**src/rtl/modmul_pkg.sv**
```systemverilog
package modmul_pkg;

    localparam int LANES = 4;
    localparam int OP_W  = 256;
    localparam int A_W   = OP_W + 1;
    localparam int CNT_W = 9;
    localparam int TAG_W = 8;

    typedef enum logic [1:0] {
        LANE_IDLE = 2'd0,
        LANE_ADD  = 2'd1,
        LANE_STEP = 2'd2,
        LANE_HOLD = 2'd3
    } lane_state_e;

    // one modular product request
    typedef struct packed {
        logic [TAG_W-1:0] tag;
        logic [OP_W-1:0]  n;
        logic [A_W-1:0]   a;
        logic [OP_W-1:0]  b;
        logic [CNT_W-1:0] k;
    } mm_job_t;

    typedef struct packed {
        logic [TAG_W-1:0] tag;
        logic [OP_W-1:0]  product;
    } mm_result_t;

    // one-hot of the lowest set request bit, zero if none
    function automatic logic [LANES-1:0] pick_lowest(input logic [LANES-1:0] req);
        logic [LANES-1:0] pick;
        pick = '0;
        for (int i = LANES - 1; i >= 0; i--) begin
            if (req[i]) begin
                pick    = '0;
                pick[i] = 1'b1;
            end
        end
        return pick;
    endfunction

endpackage
```
**src/rtl/result_collect.sv**
```systemverilog
`timescale 1ns/1ps

module result_collect
    import modmul_pkg::*;
(
    input  logic             i_clk,
    input  logic             i_rst,
    input  logic [LANES-1:0] i_hold,
    input  mm_result_t       i_result [LANES],
    output logic [LANES-1:0] o_ack,
    output logic             o_res_valid,
    output mm_result_t       o_res
);

    logic [LANES-1:0] sel;
    logic             any_hold;
    mm_result_t       sel_res;
    logic             res_valid_r;
    mm_result_t       res_r;

    // one lane per cycle, lowest index first
    assign sel      = pick_lowest(i_hold);
    assign any_hold = |i_hold;
    assign o_ack    = sel;

    always_comb begin
        sel_res = '0;
        for (int i = 0; i < LANES; i++) begin
            if (sel[i]) begin
                sel_res = i_result[i];
            end
        end
    end

    always_ff @(posedge i_clk or posedge i_rst) begin
        if (i_rst) begin
            res_valid_r <= 1'b0;
        end else begin
            res_valid_r <= any_hold;
        end
    end

    always_ff @(posedge i_clk) begin
        if (any_hold) begin
            res_r <= sel_res;
        end
    end

    assign o_res_valid = res_valid_r;
    assign o_res       = res_r;

endmodule

```
**config.mk**
```make
export PLATFORM = sky130hd
export DESIGN_NAME = result_collect
export DESIGN_NICKNAME = d
export VERILOG_FILES = /design/src/rtl/modmul_pkg.sv /design/src/rtl/result_collect.sv
export SDC_FILE = /design/constraint.sdc
export NUM_CORES = 1
export LEC_CHECK = 0
export BUFFER_PORTS_ARGS = -buffer_cell sky130_fd_sc_hd__buf_2
export CAP_MARGIN = 20
export CORE_AREA = 10 10 513 515
export CTS_CLUSTER_DIAMETER = 120
export DETAILED_ROUTE_END_ITERATION = 8
export DIE_AREA = 0 0 523 525
export GPL_TIMING_DRIVEN = 0
export RECOVER_POWER = 100
export REMOVE_ABC_BUFFERS = 1
export SLEW_MARGIN = 20
export SYNTH_ARGS = -nofsm -noshare
export SYNTH_HDL_FRONTEND = slang
export SYNTH_SLANG_ARGS = --single-unit
```
**constraint.sdc**
```tcl
create_clock -name i_clk -period 1.1 [get_ports i_clk]
set_input_delay 0.11 -clock i_clk [delete_from_list [all_inputs] [get_ports i_clk]]
set_output_delay 0.11 -clock i_clk [all_outputs]
set_load 0.02 [all_outputs]
```
## Word-level counts from Yosys, hierarchy flattened

Cells that the tools add are included.

| storage, ports and cells | value |
|---|---|
| output and inout port bits | 269 |
| bits in registers | 265 |
| word-level logic and storage cells | 12 |
| input port bits | 1062 |

| cells by class | value |
|---|---|
| muxes and demuxes | 8 |
| reductions and logical operators | 1 |

Operators with widths:

| kind | count |
|---|---|
| $mux W264 | 4 |
| $mux W4 | 4 |
| $reduce_or A4 Y1 | 1 |

## Logic depth before layout (Yosys ltp)

| logic depth | value |
|---|---|
| depth in word-level cells | 8 |
| gate-level depth with buffers | 7 |
| depth with buffers taken out | 3 |

## Worst setup path after synthesis

Ideal clock, no wire load.

| path | value |
|---|---|
| path kind | input to register |
| start point | input port i_hold[0] |
| end point | register res_valid_r (netlist: o_res_valid) |
| path slack | -5.811 ns |
| setup time | 0.742 ns |
| buffers on the path | 2 |
| arrival | 6.169 ns |
| cell stages on the path | 3 |
| cells stage by stage | buf_2 -> clkbuf_1 -> or4_1 |

| between the ends | value |
|---|---|
| longest elaborated chain between the ends | 1 |

RTL lines:

| element | line | RTL |
|---|---|---|
| start, declared | result_collect.sv:8 | `input logic [LANES-1:0] i_hold,` |
| $reduce_or A4 Y1 | result_collect.sv:23 | `assign any_hold = \|i_hold;` |
| via any_hold | result_collect.sv:16 | `logic any_hold;` |
| end signal, assigned | result_collect.sv:39 | `res_valid_r <= any_hold;` |
| end, declared | result_collect.sv:18 | `logic res_valid_r;` |

The timed path passes the listed nets, and every way through them passes these cells.
A chain may end at the register's enable or synchronous reset.

==> impl_metrics.toml <==
[status]
status = "finished with violations"
violations = "setup timing"

[grt]
grt_max_degree = 134
overflow = 0
grt_antenna_before_repair = 348
grt_pass1_vias = 29800
grt_pass1_wl_mm = 335
grt_use_total_pct = 18.5

[floorplan]
io_pins = 1331
core_area_um2 = 253000
die_h_um = 525
initial_core_util_pct = 6.63
dieArea_um2 = 275000
die_w_um = 523
num_rows = 185

[yosys]
ys.flop_type = "edfxtp_1"
synth-xor-area-share_pct = 0
synthMuxAreaShare_pct = 0
synthAdderAreaFrac_pct = 0
syn_area_per_cell_um2 = 9.47
synth_cells = 1770
ys_async_sr_fraction_pct = 0.377
synthSimpleGateAreaFrac_pct = 23.1
ys_warn_count = 0
synth_area_um2 = 16800
yosysSeqAreaShare_pct = 47.4
synth_compound_area_share_pct = 23.6
yosysUniqueCellTypes = 17
synth_edf_count = 264
synth-seq-cells = 265
synth_top_family_by_area = "compound AO/OA/AOI/OAI gates"

[setup_path]
crit_required_ns = 1.49
critical_path_arrival_ns = 2.03
cp_max_fo = 92
startpoint = "i_hold[1]"
path_class = "input pin to flop"
end_kind = "flop"
critPathLaunchType = "input pin"

[route]
totalWireLength_mm = 273
ant_nets = 0
wl_per_cell_um = 34.7
drtIter0Drc = 2911
vias_per_cell = 3.85
dr_total_vias = 30200
drc = 0
drtPass1Iterations = 5

[power]
p_seq_share_pct = 28.0
switching_share_pct = 37.1
peakVddDrop_v = 0.00111
combPwrFrac_pct = 40.6
clkPwrFrac_pct = 31.4
power.density_nw_per_um2 = 949
power_leakage_nw = 19.6
p_sw_w = 0.0175
power.internal_w = 0.0296

[layout]
multi_input_area_um2 = 11700
synthToLayoutAreaGrowth_pct = 196
drive_gt1_share_pct = 51.4
regArea_um2 = 7950
stdcell_count = 7858
fin_nets = 5349
num-fill-cells = 27100

[timing]
period_needed_ns = 1.64
setup_viol = 791
finalHoldViolations = 0
clock.fmax_mhz = 610
fin_crit_sh_pct = 149
rsz0062_at_grt = "true"
slew_violations = 0
layout_setup_ws_ns = -0.540
worstMarginPinSlew_ns = 0.972
slew-limit-headroom_pct = 35.2

[cts]
htreeDepth = 2
cts_sinks = 265
cts_max_path_buffers = 3
cts_tree = "built"
cts-buffers-inserted = 45
cts-root-buf = "clkbuf_16"
clkSlewWorstSetupHoldPaths_ns = 0.06

[worst_hold_path]
whs_path_depth = 3
min_to = "o_res[245]"
min_path_type = "input pin to flop"
min_from = "i_result[773]"

[placement]
dp_cells = 6344
hpwl_mm = 199
pre_cts_ws_ns = -2.88
gp_congestion = 0.972
portBuffers = 1330

[job]
maxCapViolations = 0
[worst max path at each step]
stage,to,slack [ns],depth (start not counted)
after global routing,o_res[183],-0.40,5
after CTS,o_res[112],-0.36,1
after detailed placement,o_res[183],-2.88,14
final,o_res[183],-0.54,5
after global placement,o_res[153],-40.61,4
after floorplan,o_res[0],-10.24,3
[cells in the mapped netlist (2+ instances only)]
library cell / n / area share (%)
o31ai_1: 264 / 12
nand2_1: 264 / 5.9
nor2_1: 184 / 4.1
nor2b_1: 266 / 9.9
buf_6: 28 / 1.9
clkbuf_1: 75 / 1.7
a211oi_1: 264 / 12
inv_1: 2 / 0.045
edfxtp_1: 264 / 47
buf_2: 66 / 2.0
buf_1: 8 / 0.18
nor2_2: 80 / 3.0
[metal layers]
layer / track usage (%) / wire [µm]
met1: 20.6 / 99900
met2: 28.8 / 117000
met3: 9.32 / 35600
met4: 9.47 / 18900
met5: 0 / 1240
[metrics by stage]
step           power (W)  utilization [%]  hold WS, ns  area (µm²)  TNS (ns)
2_1_floorplan     0.0168                -       -0.161       15800  -4122.28
3_3_place_gp      0.0235             10.5      -0.0505       26700         -
3_5_place_dp      0.0230             11.0      -0.0475       27800   -793.27
4_1_cts           0.0458             18.5     0.000715       46700   -124.12
5_1_grt           0.0484             19.5      0.00109       49300   -173.49
6_report          0.0470             19.6       0.0424       49600   -178.55
[flip-flops by register name, summed over array words and instances (netlist names)]
name,cells
o_res_valid,1
o_res,264
[what timing repair did]
action | CTS | global route
gates cloned | 79 | 2
gates resized for setup | 874 | 757
endpoints found under the hold margin | 265 | 3
pin swaps | 118 | 52
endpoints found under the setup margin | 798 | 745
setup buffers | 143 | 38
hold buffers | 1030 | 3
[area by class of cell]
class,instances,area share (%)
Antenna cell,169,0.853
Tap cell,3366,8.49
Clock buffer,53,2.42
Timing Repair Buffer,2646,48.3
Inverter,2,0.0252
Clock inverter,30,0.421
Sequential cell,265,16.0
Multi-Input combinational cell,1327,23.5
[kinds of logic (layout without fill, tap and decap cells)]
group | Yosys count | after routing
buf+inv | 180 | 2731
simple gates | 797 | 799
other cells | 0 | 169
flops | 265 | 265
compound gates | 528 | 528
[power groups by stage]
stage                     sequential (W)  clock [W]  combinational, W
after CTS                         0.0129     0.0153            0.0175
after floorplan                   0.0147          0           0.00207
after global placement            0.0131          0            0.0104
final                             0.0132     0.0148            0.0191
after detailed placement          0.0130          0            0.0100
after global routing              0.0133     0.0155            0.0197
[worst max-delay path, stage by stage]
cell and delay [ns]:
buf_4 0.21, clkbuf_2 0.34, buf_16 0.30, a211oi_1 0.23, o31ai_4 0.52
[layout by cell type (no fill, tap or decap), types with 2 or more instances in the layout]
master and count:
buf_2 1073, dlygate4sd3_1 1033, buf_6 284, edfxtp_1 264, nor2b_1 262, a211oi_1 184
diode_2 169, nand2_1 165, nor2_4 138, o31ai_1 108, o31ai_4 81, buf_16 79
o31ai_2 75, buf_4 71, nand2_4 67, nor2_1 65, buf_12 63, nor2_2 61
a211oi_2 55, clkbuf_16 50, a211oi_4 25, nand2_2 24, bufbuf_16 23, buf_8 14
clkinv_1 9, nand2_8 8, clkinv_2 7, inv_6 6, clkbuf_1 6, clkinv_4 5
clkinvlp_4 3, nor2b_4 2, nor2b_2 2, clkbuf_4 2
Power figures use the tool's default switching activity.
