File: src/rtl/modmul_pkg.sv
package modmul_pkg;

    localparam int LANES = 4;
    localparam int OP_W  = 256;
    localparam int A_W   = OP_W + 1;
    localparam int CNT_W = 9;
    localparam int TAG_W = 8;

    typedef enum logic [1:0] {
        LANE_IDLE = 2'd0,
        LANE_ADD  = 2'd1,
        LANE_STEP = 2'd2,
        LANE_HOLD = 2'd3
    } lane_state_e;

    // one modular product request
    typedef struct packed {
        logic [TAG_W-1:0] tag;
        logic [OP_W-1:0]  n;
        logic [A_W-1:0]   a;
        logic [OP_W-1:0]  b;
        logic [CNT_W-1:0] k;
    } mm_job_t;

    typedef struct packed {
        logic [TAG_W-1:0] tag;
        logic [OP_W-1:0]  product;
    } mm_result_t;

    // one-hot of the lowest set request bit, zero if none
    function automatic logic [LANES-1:0] pick_lowest(input logic [LANES-1:0] req);
        logic [LANES-1:0] pick;
        pick = '0;
        for (int i = LANES - 1; i >= 0; i--) begin
            if (req[i]) begin
                pick    = '0;
                pick[i] = 1'b1;
            end
        end
        return pick;
    endfunction

endpackage
File: src/rtl/job_dispatch.sv
`timescale 1ns/1ps

module job_dispatch
    import modmul_pkg::*;
(
    input  logic             i_clk,
    input  logic             i_rst,
    input  logic             i_start,
    input  mm_job_t          i_job,
    input  logic [LANES-1:0] i_idle,
    output logic [LANES-1:0] o_load,
    output mm_job_t          o_job,
    output logic             o_full
);

    logic [TAG_W-1:0] tag_r;
    logic [LANES-1:0] free_pick;
    logic             accept;

    // lowest idle lane wins
    assign free_pick = pick_lowest(i_idle);

    assign o_full = ~|i_idle;
    assign accept = i_start & ~o_full;
    assign o_load = accept ? free_pick : '0;

    // shared job bus, restamped with the sequence tag
    always_comb begin
        o_job     = i_job;
        o_job.tag = tag_r;
    end

    always_ff @(posedge i_clk or posedge i_rst) begin
        if (i_rst) begin
            tag_r <= '0;
        end else if (accept) begin
            tag_r <= tag_r + 1'b1;
        end
    end

endmodule

File: config.mk
export PLATFORM = sky130hd
export DESIGN_NAME = job_dispatch
export DESIGN_NICKNAME = d
export VERILOG_FILES = /design/src/rtl/modmul_pkg.sv /design/src/rtl/job_dispatch.sv
export SDC_FILE = /design/constraint.sdc
export NUM_CORES = 1
export LEC_CHECK = 0
export ABC_AREA = 1
export ABC_CLOCK_PERIOD_IN_PS = 1000
export BUFFER_PORTS_ARGS = -buffer_cell sky130_fd_sc_hd__clkbuf_2
export CAP_MARGIN = 20
export CORE_AREA = 2 2 620 622
export DETAILED_ROUTE_END_ITERATION = 10
export DIE_AREA = 0 0 622 624
export HOLD_SLACK_MARGIN = 0.1
export PLACE_DENSITY = 0.3
export SYNTH_ARGS = -nofsm -noshare
export SYNTH_HDL_FRONTEND = slang
export SYNTH_SLANG_ARGS = --single-unit
File: constraint.sdc
create_clock -name i_clk -period 1 [get_ports i_clk]
set_input_delay 0.2 -clock i_clk [delete_from_list [all_inputs] [get_ports i_clk]]
set_output_delay 0.2 -clock i_clk [all_outputs]
set_load 0.02 [all_outputs]
# Word level (Yosys, flattened, before mapping)
# Index checks and enable logic that the tools add are counted.
# Widths: inputs -> output; s select.
classes:
  bitwise_logic: 1
  addsub: 1
  mux: 5
  n_reduce_logical: 2
ops:
  columns: ["op", "count"]
  rows:
  - ["$mux 4", 5]
  - ["$add 8x1->8 const B", 1]
  - ["$reduce_or 4->1", 1]
  - ["$and 1x1->1", 1]
  - ["$logic_not 1->1", 1]
totals:
  out_inout_bits: 791
  ff_bits: 8
  elab_cells: 10
  input_bits: 793

# Depth between registers and ports, before layout
depth:
  word_depth: 5
  ltp_mapped: 7
  mapped_depth_nobuf: 7

# Worst setup path after synthesis
# Ideal clock, no wire load.
synth_timing:
  path_kind: "reg2reg"
  start: "reg tag_r[0]"
  end: "reg tag_r[6]"
  arrival_ns: 1.102
  t_required_ns: 0.883
  synth_period_minus_slack_ns: 1.219
  setup_time_ns: 0.117
  slack_ns: -0.219
  n_path_buf: 0
  stages_incl_launch_ff: 7
  path_cell_list: "dfrtp_1 ha_1 nand3_1 nor2_2 nand2_1 nand2_1 nand2_1"
synth_via:
  elab_chain_len: 1
synth_rtl:
  columns: ["item", "line", "text"]
  rows:
  - ["start: declaration", "job_dispatch.sv:16", "logic [TAG_W-1:0] tag_r;"]
  - ["start signal: assignment", "job_dispatch.sv:37", "tag_r <= tag_r + 1'b1;"]
  - ["$add 8x1->8", "job_dispatch.sv:37", null]
# No other way between the ends.
# A chain may end at the register's enable or synchronous reset.

# Final worst setup path
layout_timing:
  start: "in i_idle[0]"
  end: "out o_load[3]"
layout_via:
  elab_chain_len: 3
  elab_cells_between_ends: 4
  cone_classes: "mux: 2; bitwise: 1; reduce/logical: 1"
layout_rtl:
  columns: ["item", "line", "text"]
  rows:
  - ["start: declaration", "job_dispatch.sv:10", "input logic [LANES-1:0] i_idle,"]
  - ["$reduce_or 4->1", "job_dispatch.sv:23", "assign o_full = ~|i_idle;"]
  - ["$and 1x1->1", "job_dispatch.sv:24", "assign accept = i_start & ~o_full;"]
  - ["$mux 4 (*)", "job_dispatch.sv:25", "assign o_load = accept ? free_pick : '0;"]
  - ["end: declaration", "job_dispatch.sv:11", "output logic [LANES-1:0] o_load,"]
# Mark *: on every way between the ends. The rest lies on a longest branch, timed or not.

==> impl_metrics.toml <==
[logic_synthesis]
syn_inst = 844
synthMuxAreaShare = 0
syn-num-nets = 1638
yosysSeqAreaShare = 0.03157
yosysWarnings = 0
avgSynthCellArea_sq_um = 7.513
yosys.area_share.adder = 0.001973
synth-seq-cells = 8
synth.distinct_cells = 17
netlist_area_sq_um = 6341
synth_simple_gate_area_share = 0.03177
yosys.area_share.xor_xnor = 0.005525
synth_top_family_by_area = "buffers and inverters"
synth_compound_area_frac = 0.0007893

[drt]
via_per_inst = 0.5591
dr_total_vias = 2879
postRouteAntennaNets = 0
wl_per_cell_um = 55.97
dr.pass1.iters = 4
post-route-drc-count = 0
routed_wl_um = 288200
drt_iter0_drc = 236

[critical_path]
worst-path-max-fanout = 2
start_kind = "primary input"
critPathMaxStageDelay_ns = 0.29
required_ns = 0.80
reg2reg_depth = 7
arrival_ns = 0.98
endpoint_kind = "primary output"
crit_type = "primary input to primary output"
cp_slowest_cell = "nor4b_4"
crit_chain = "clkbuf_8, nor2_4, inv_2, nor4b_4, buf_12"

[layout]
nets = 905
layout_commonest_cell = "nand2_1"
regMostFlops = "tag_r"
multi_input_area_sq_um = 355.3
instances_no_fill = 5149
fillCellCount = 45720
ff_latch_area_sq_um = 207.7
layout_common_cells = "24 x nand2_1, 14 x buf_4, 7 x buf_8, 7 x buf_6, 7 x buf_12"
area_growth_pct = 17.92
top_regs = "tag_r x8"
largest_reg_flops = 8
finalCoreUtilization = 0.01962
drive_gt1_frac = 0.6636

[clocking]
cts_tree = "done"
cts_buffers = 3
insertion_delay_ns = 0.24
cts-root-buf = "clkbuf_16"
cts_max_path_buffers = 2
htree_levels = 1
clock_sinks = 8

[timing]
hold_violations = 0
finClkSkew_ns = 0.001931
fin_crit_sh = 1.179
worstMarginPinSlew_ns = 0.5868
fmax_mhz = 847.9
setup_slack_ns = -0.1793
fin_crit_ns = 1.179
slew_headroom = 0.6088
slew_viol_final = 0
finalSetupViolations = 14
rsz0062_at_grt = "yes"

[power_and_ir_drop]
clkPwrFrac = 0.251
intPower_uw = 1858
p_sw_uw = 972.9
pwr-share-seq = 0.211
vdd_drop_max_mv = 0.8960
power_density_nw_per_um2 = 378.7
pwr-share-comb = 0.539
p_sw_frac = 0.3436
p_leak_uw = 0.0005725

[floorplan]
dieArea_sq_um = 388100
die_w_um = 622
design.core.area_sq_um = 381200
fp.dieH_um = 624
num_io_pins = 1584
row_count = 227
start_util = 0.01664

[global_routing]
grt_pass1_wl_um = 297600
antenna_found_initial = 4
grt_usage = 0.1435
grt_pass1_vias = 2570
grt_overflow = 0
grt_max_degree = 10

[placed_design]
io_buffers = 19
dp_cells = 5130
gp_congestion = 0.6336
dpl.hpwl_um = 280500

[outcome]
run_status = "finished with violations"
violations = "negative setup slack"

[min_path]
hold_path_depth = 0
worst_hold_path_type = "primary input to primary output"

[flow_run]
cap_violations = 0
-- timing repair --
action	CTS	global route
gates cloned	0	0
setup buffers	9	4
pin swaps	9	5
endpoints found under the setup margin	14	28
endpoints found under the hold margin	8	0
hold buffers	1	0
gates resized for setup	33	25
-- worst max-delay path: cells and delay by family --
kind,cells,cell delay [ns]
and+or+nand+nor,2,0.38
buffers and inverters,3,0.38
-- power by group through the flow --
stage               registers (uW)  clock network, uW  logic (uW)
CTS                            590                719        1390
detailed placement             634                  0         798
finish                         597                710        1520
global placement               626                  0         790
floorplan                      729                  0        4830
global route                   609                733        1640
-- area by class of cell --
| cell class | instances | area share |
|---|---|---|
| antenna | 1 | 0.0003347 |
| clock buffer | 4 | 0.01054 |
| inverter | 11 | 0.006693 |
| multi-input combinational | 47 | 0.04752 |
| sequential | 8 | 0.02778 |
| tap | 5038 | 0.8430 |
| timing repair buffer | 40 | 0.06409 |
-- routing by layer --
layer | routed length (um) | global-route usage | vias to the layer above
li1 | - | - | 290
met1 | 18050 | 0.02601 | 668
met2 | 128900 | 0.2279 | 1555
met3 | 125200 | 0.2937 | 344
met4 | 15180 | 0.06141 | 22
met5 | 850 | 0.01469 | -
-- logic make-up (layout without fill, tap and decap cells) --
family          Yosys count  after routing
xor+xnor                  4              4
other cells               0              1
flops                     8              8
compound gates            1              1
simple gates             41             41
buf+inv                 789             55
fa+ha+maj                 1              1
-- stage by stage --
stage	TNS [ns]	worst slack, ns	hold WS, ns	power, uW	instance area [sq um]
detailed placement	-1.079	-0.2261	0.2477	1432	7086
global placement	-1.051	-0.2051	0.2413	1416	7086
floorplan	-0.1195	-0.08017	0.01525	5556	6375
finish	-0.9036	-0.1793	0.4000	2831	7477
global route	-1.647	-0.2029	0.4000	2978	7477
CTS	-2.667	-0.1973	0.4001	2702	7388
-- cells in the mapped netlist --
library cell | count | area, sq um
nand3_1 | 4 | 20.02
nor4b_2 | 1 | 15.01
nor2_1 | 4 | 15.01
nand2_4 | 1 | 11.26
nor2_2 | 3 | 18.77
nand3_2 | 1 | 10.01
ha_1 | 1 | 12.51
dfrtp_1 | 8 | 200.2
nand2_1 | 25 | 93.84
buf_4 | 778 | 5841
inv_6 | 1 | 8.760
inv_2 | 1 | 3.750
inv_1 | 9 | 33.78
o21ai_0 | 1 | 5.000
nor2_4 | 1 | 11.26
xnor2_1 | 4 | 35.03
nand2_2 | 1 | 6.260
-- path summary, 6_finish.rpt --
kind	from	to	slack, ns
max	i_idle[0]	o_load[3]	-0.18
min	i_job[20]	o_job[20]	0.40
max reg2reg	tag_r[1]	tag_r[6]	-0.07
min reg2reg	tag_r[6]	tag_r[6]	0.55
max in group asynchronous	i_rst	tag_r[5]	0.36
min in group asynchronous	i_rst	tag_r[2]	0.45
No activity file was read; power rests on OpenSTA's default activity.
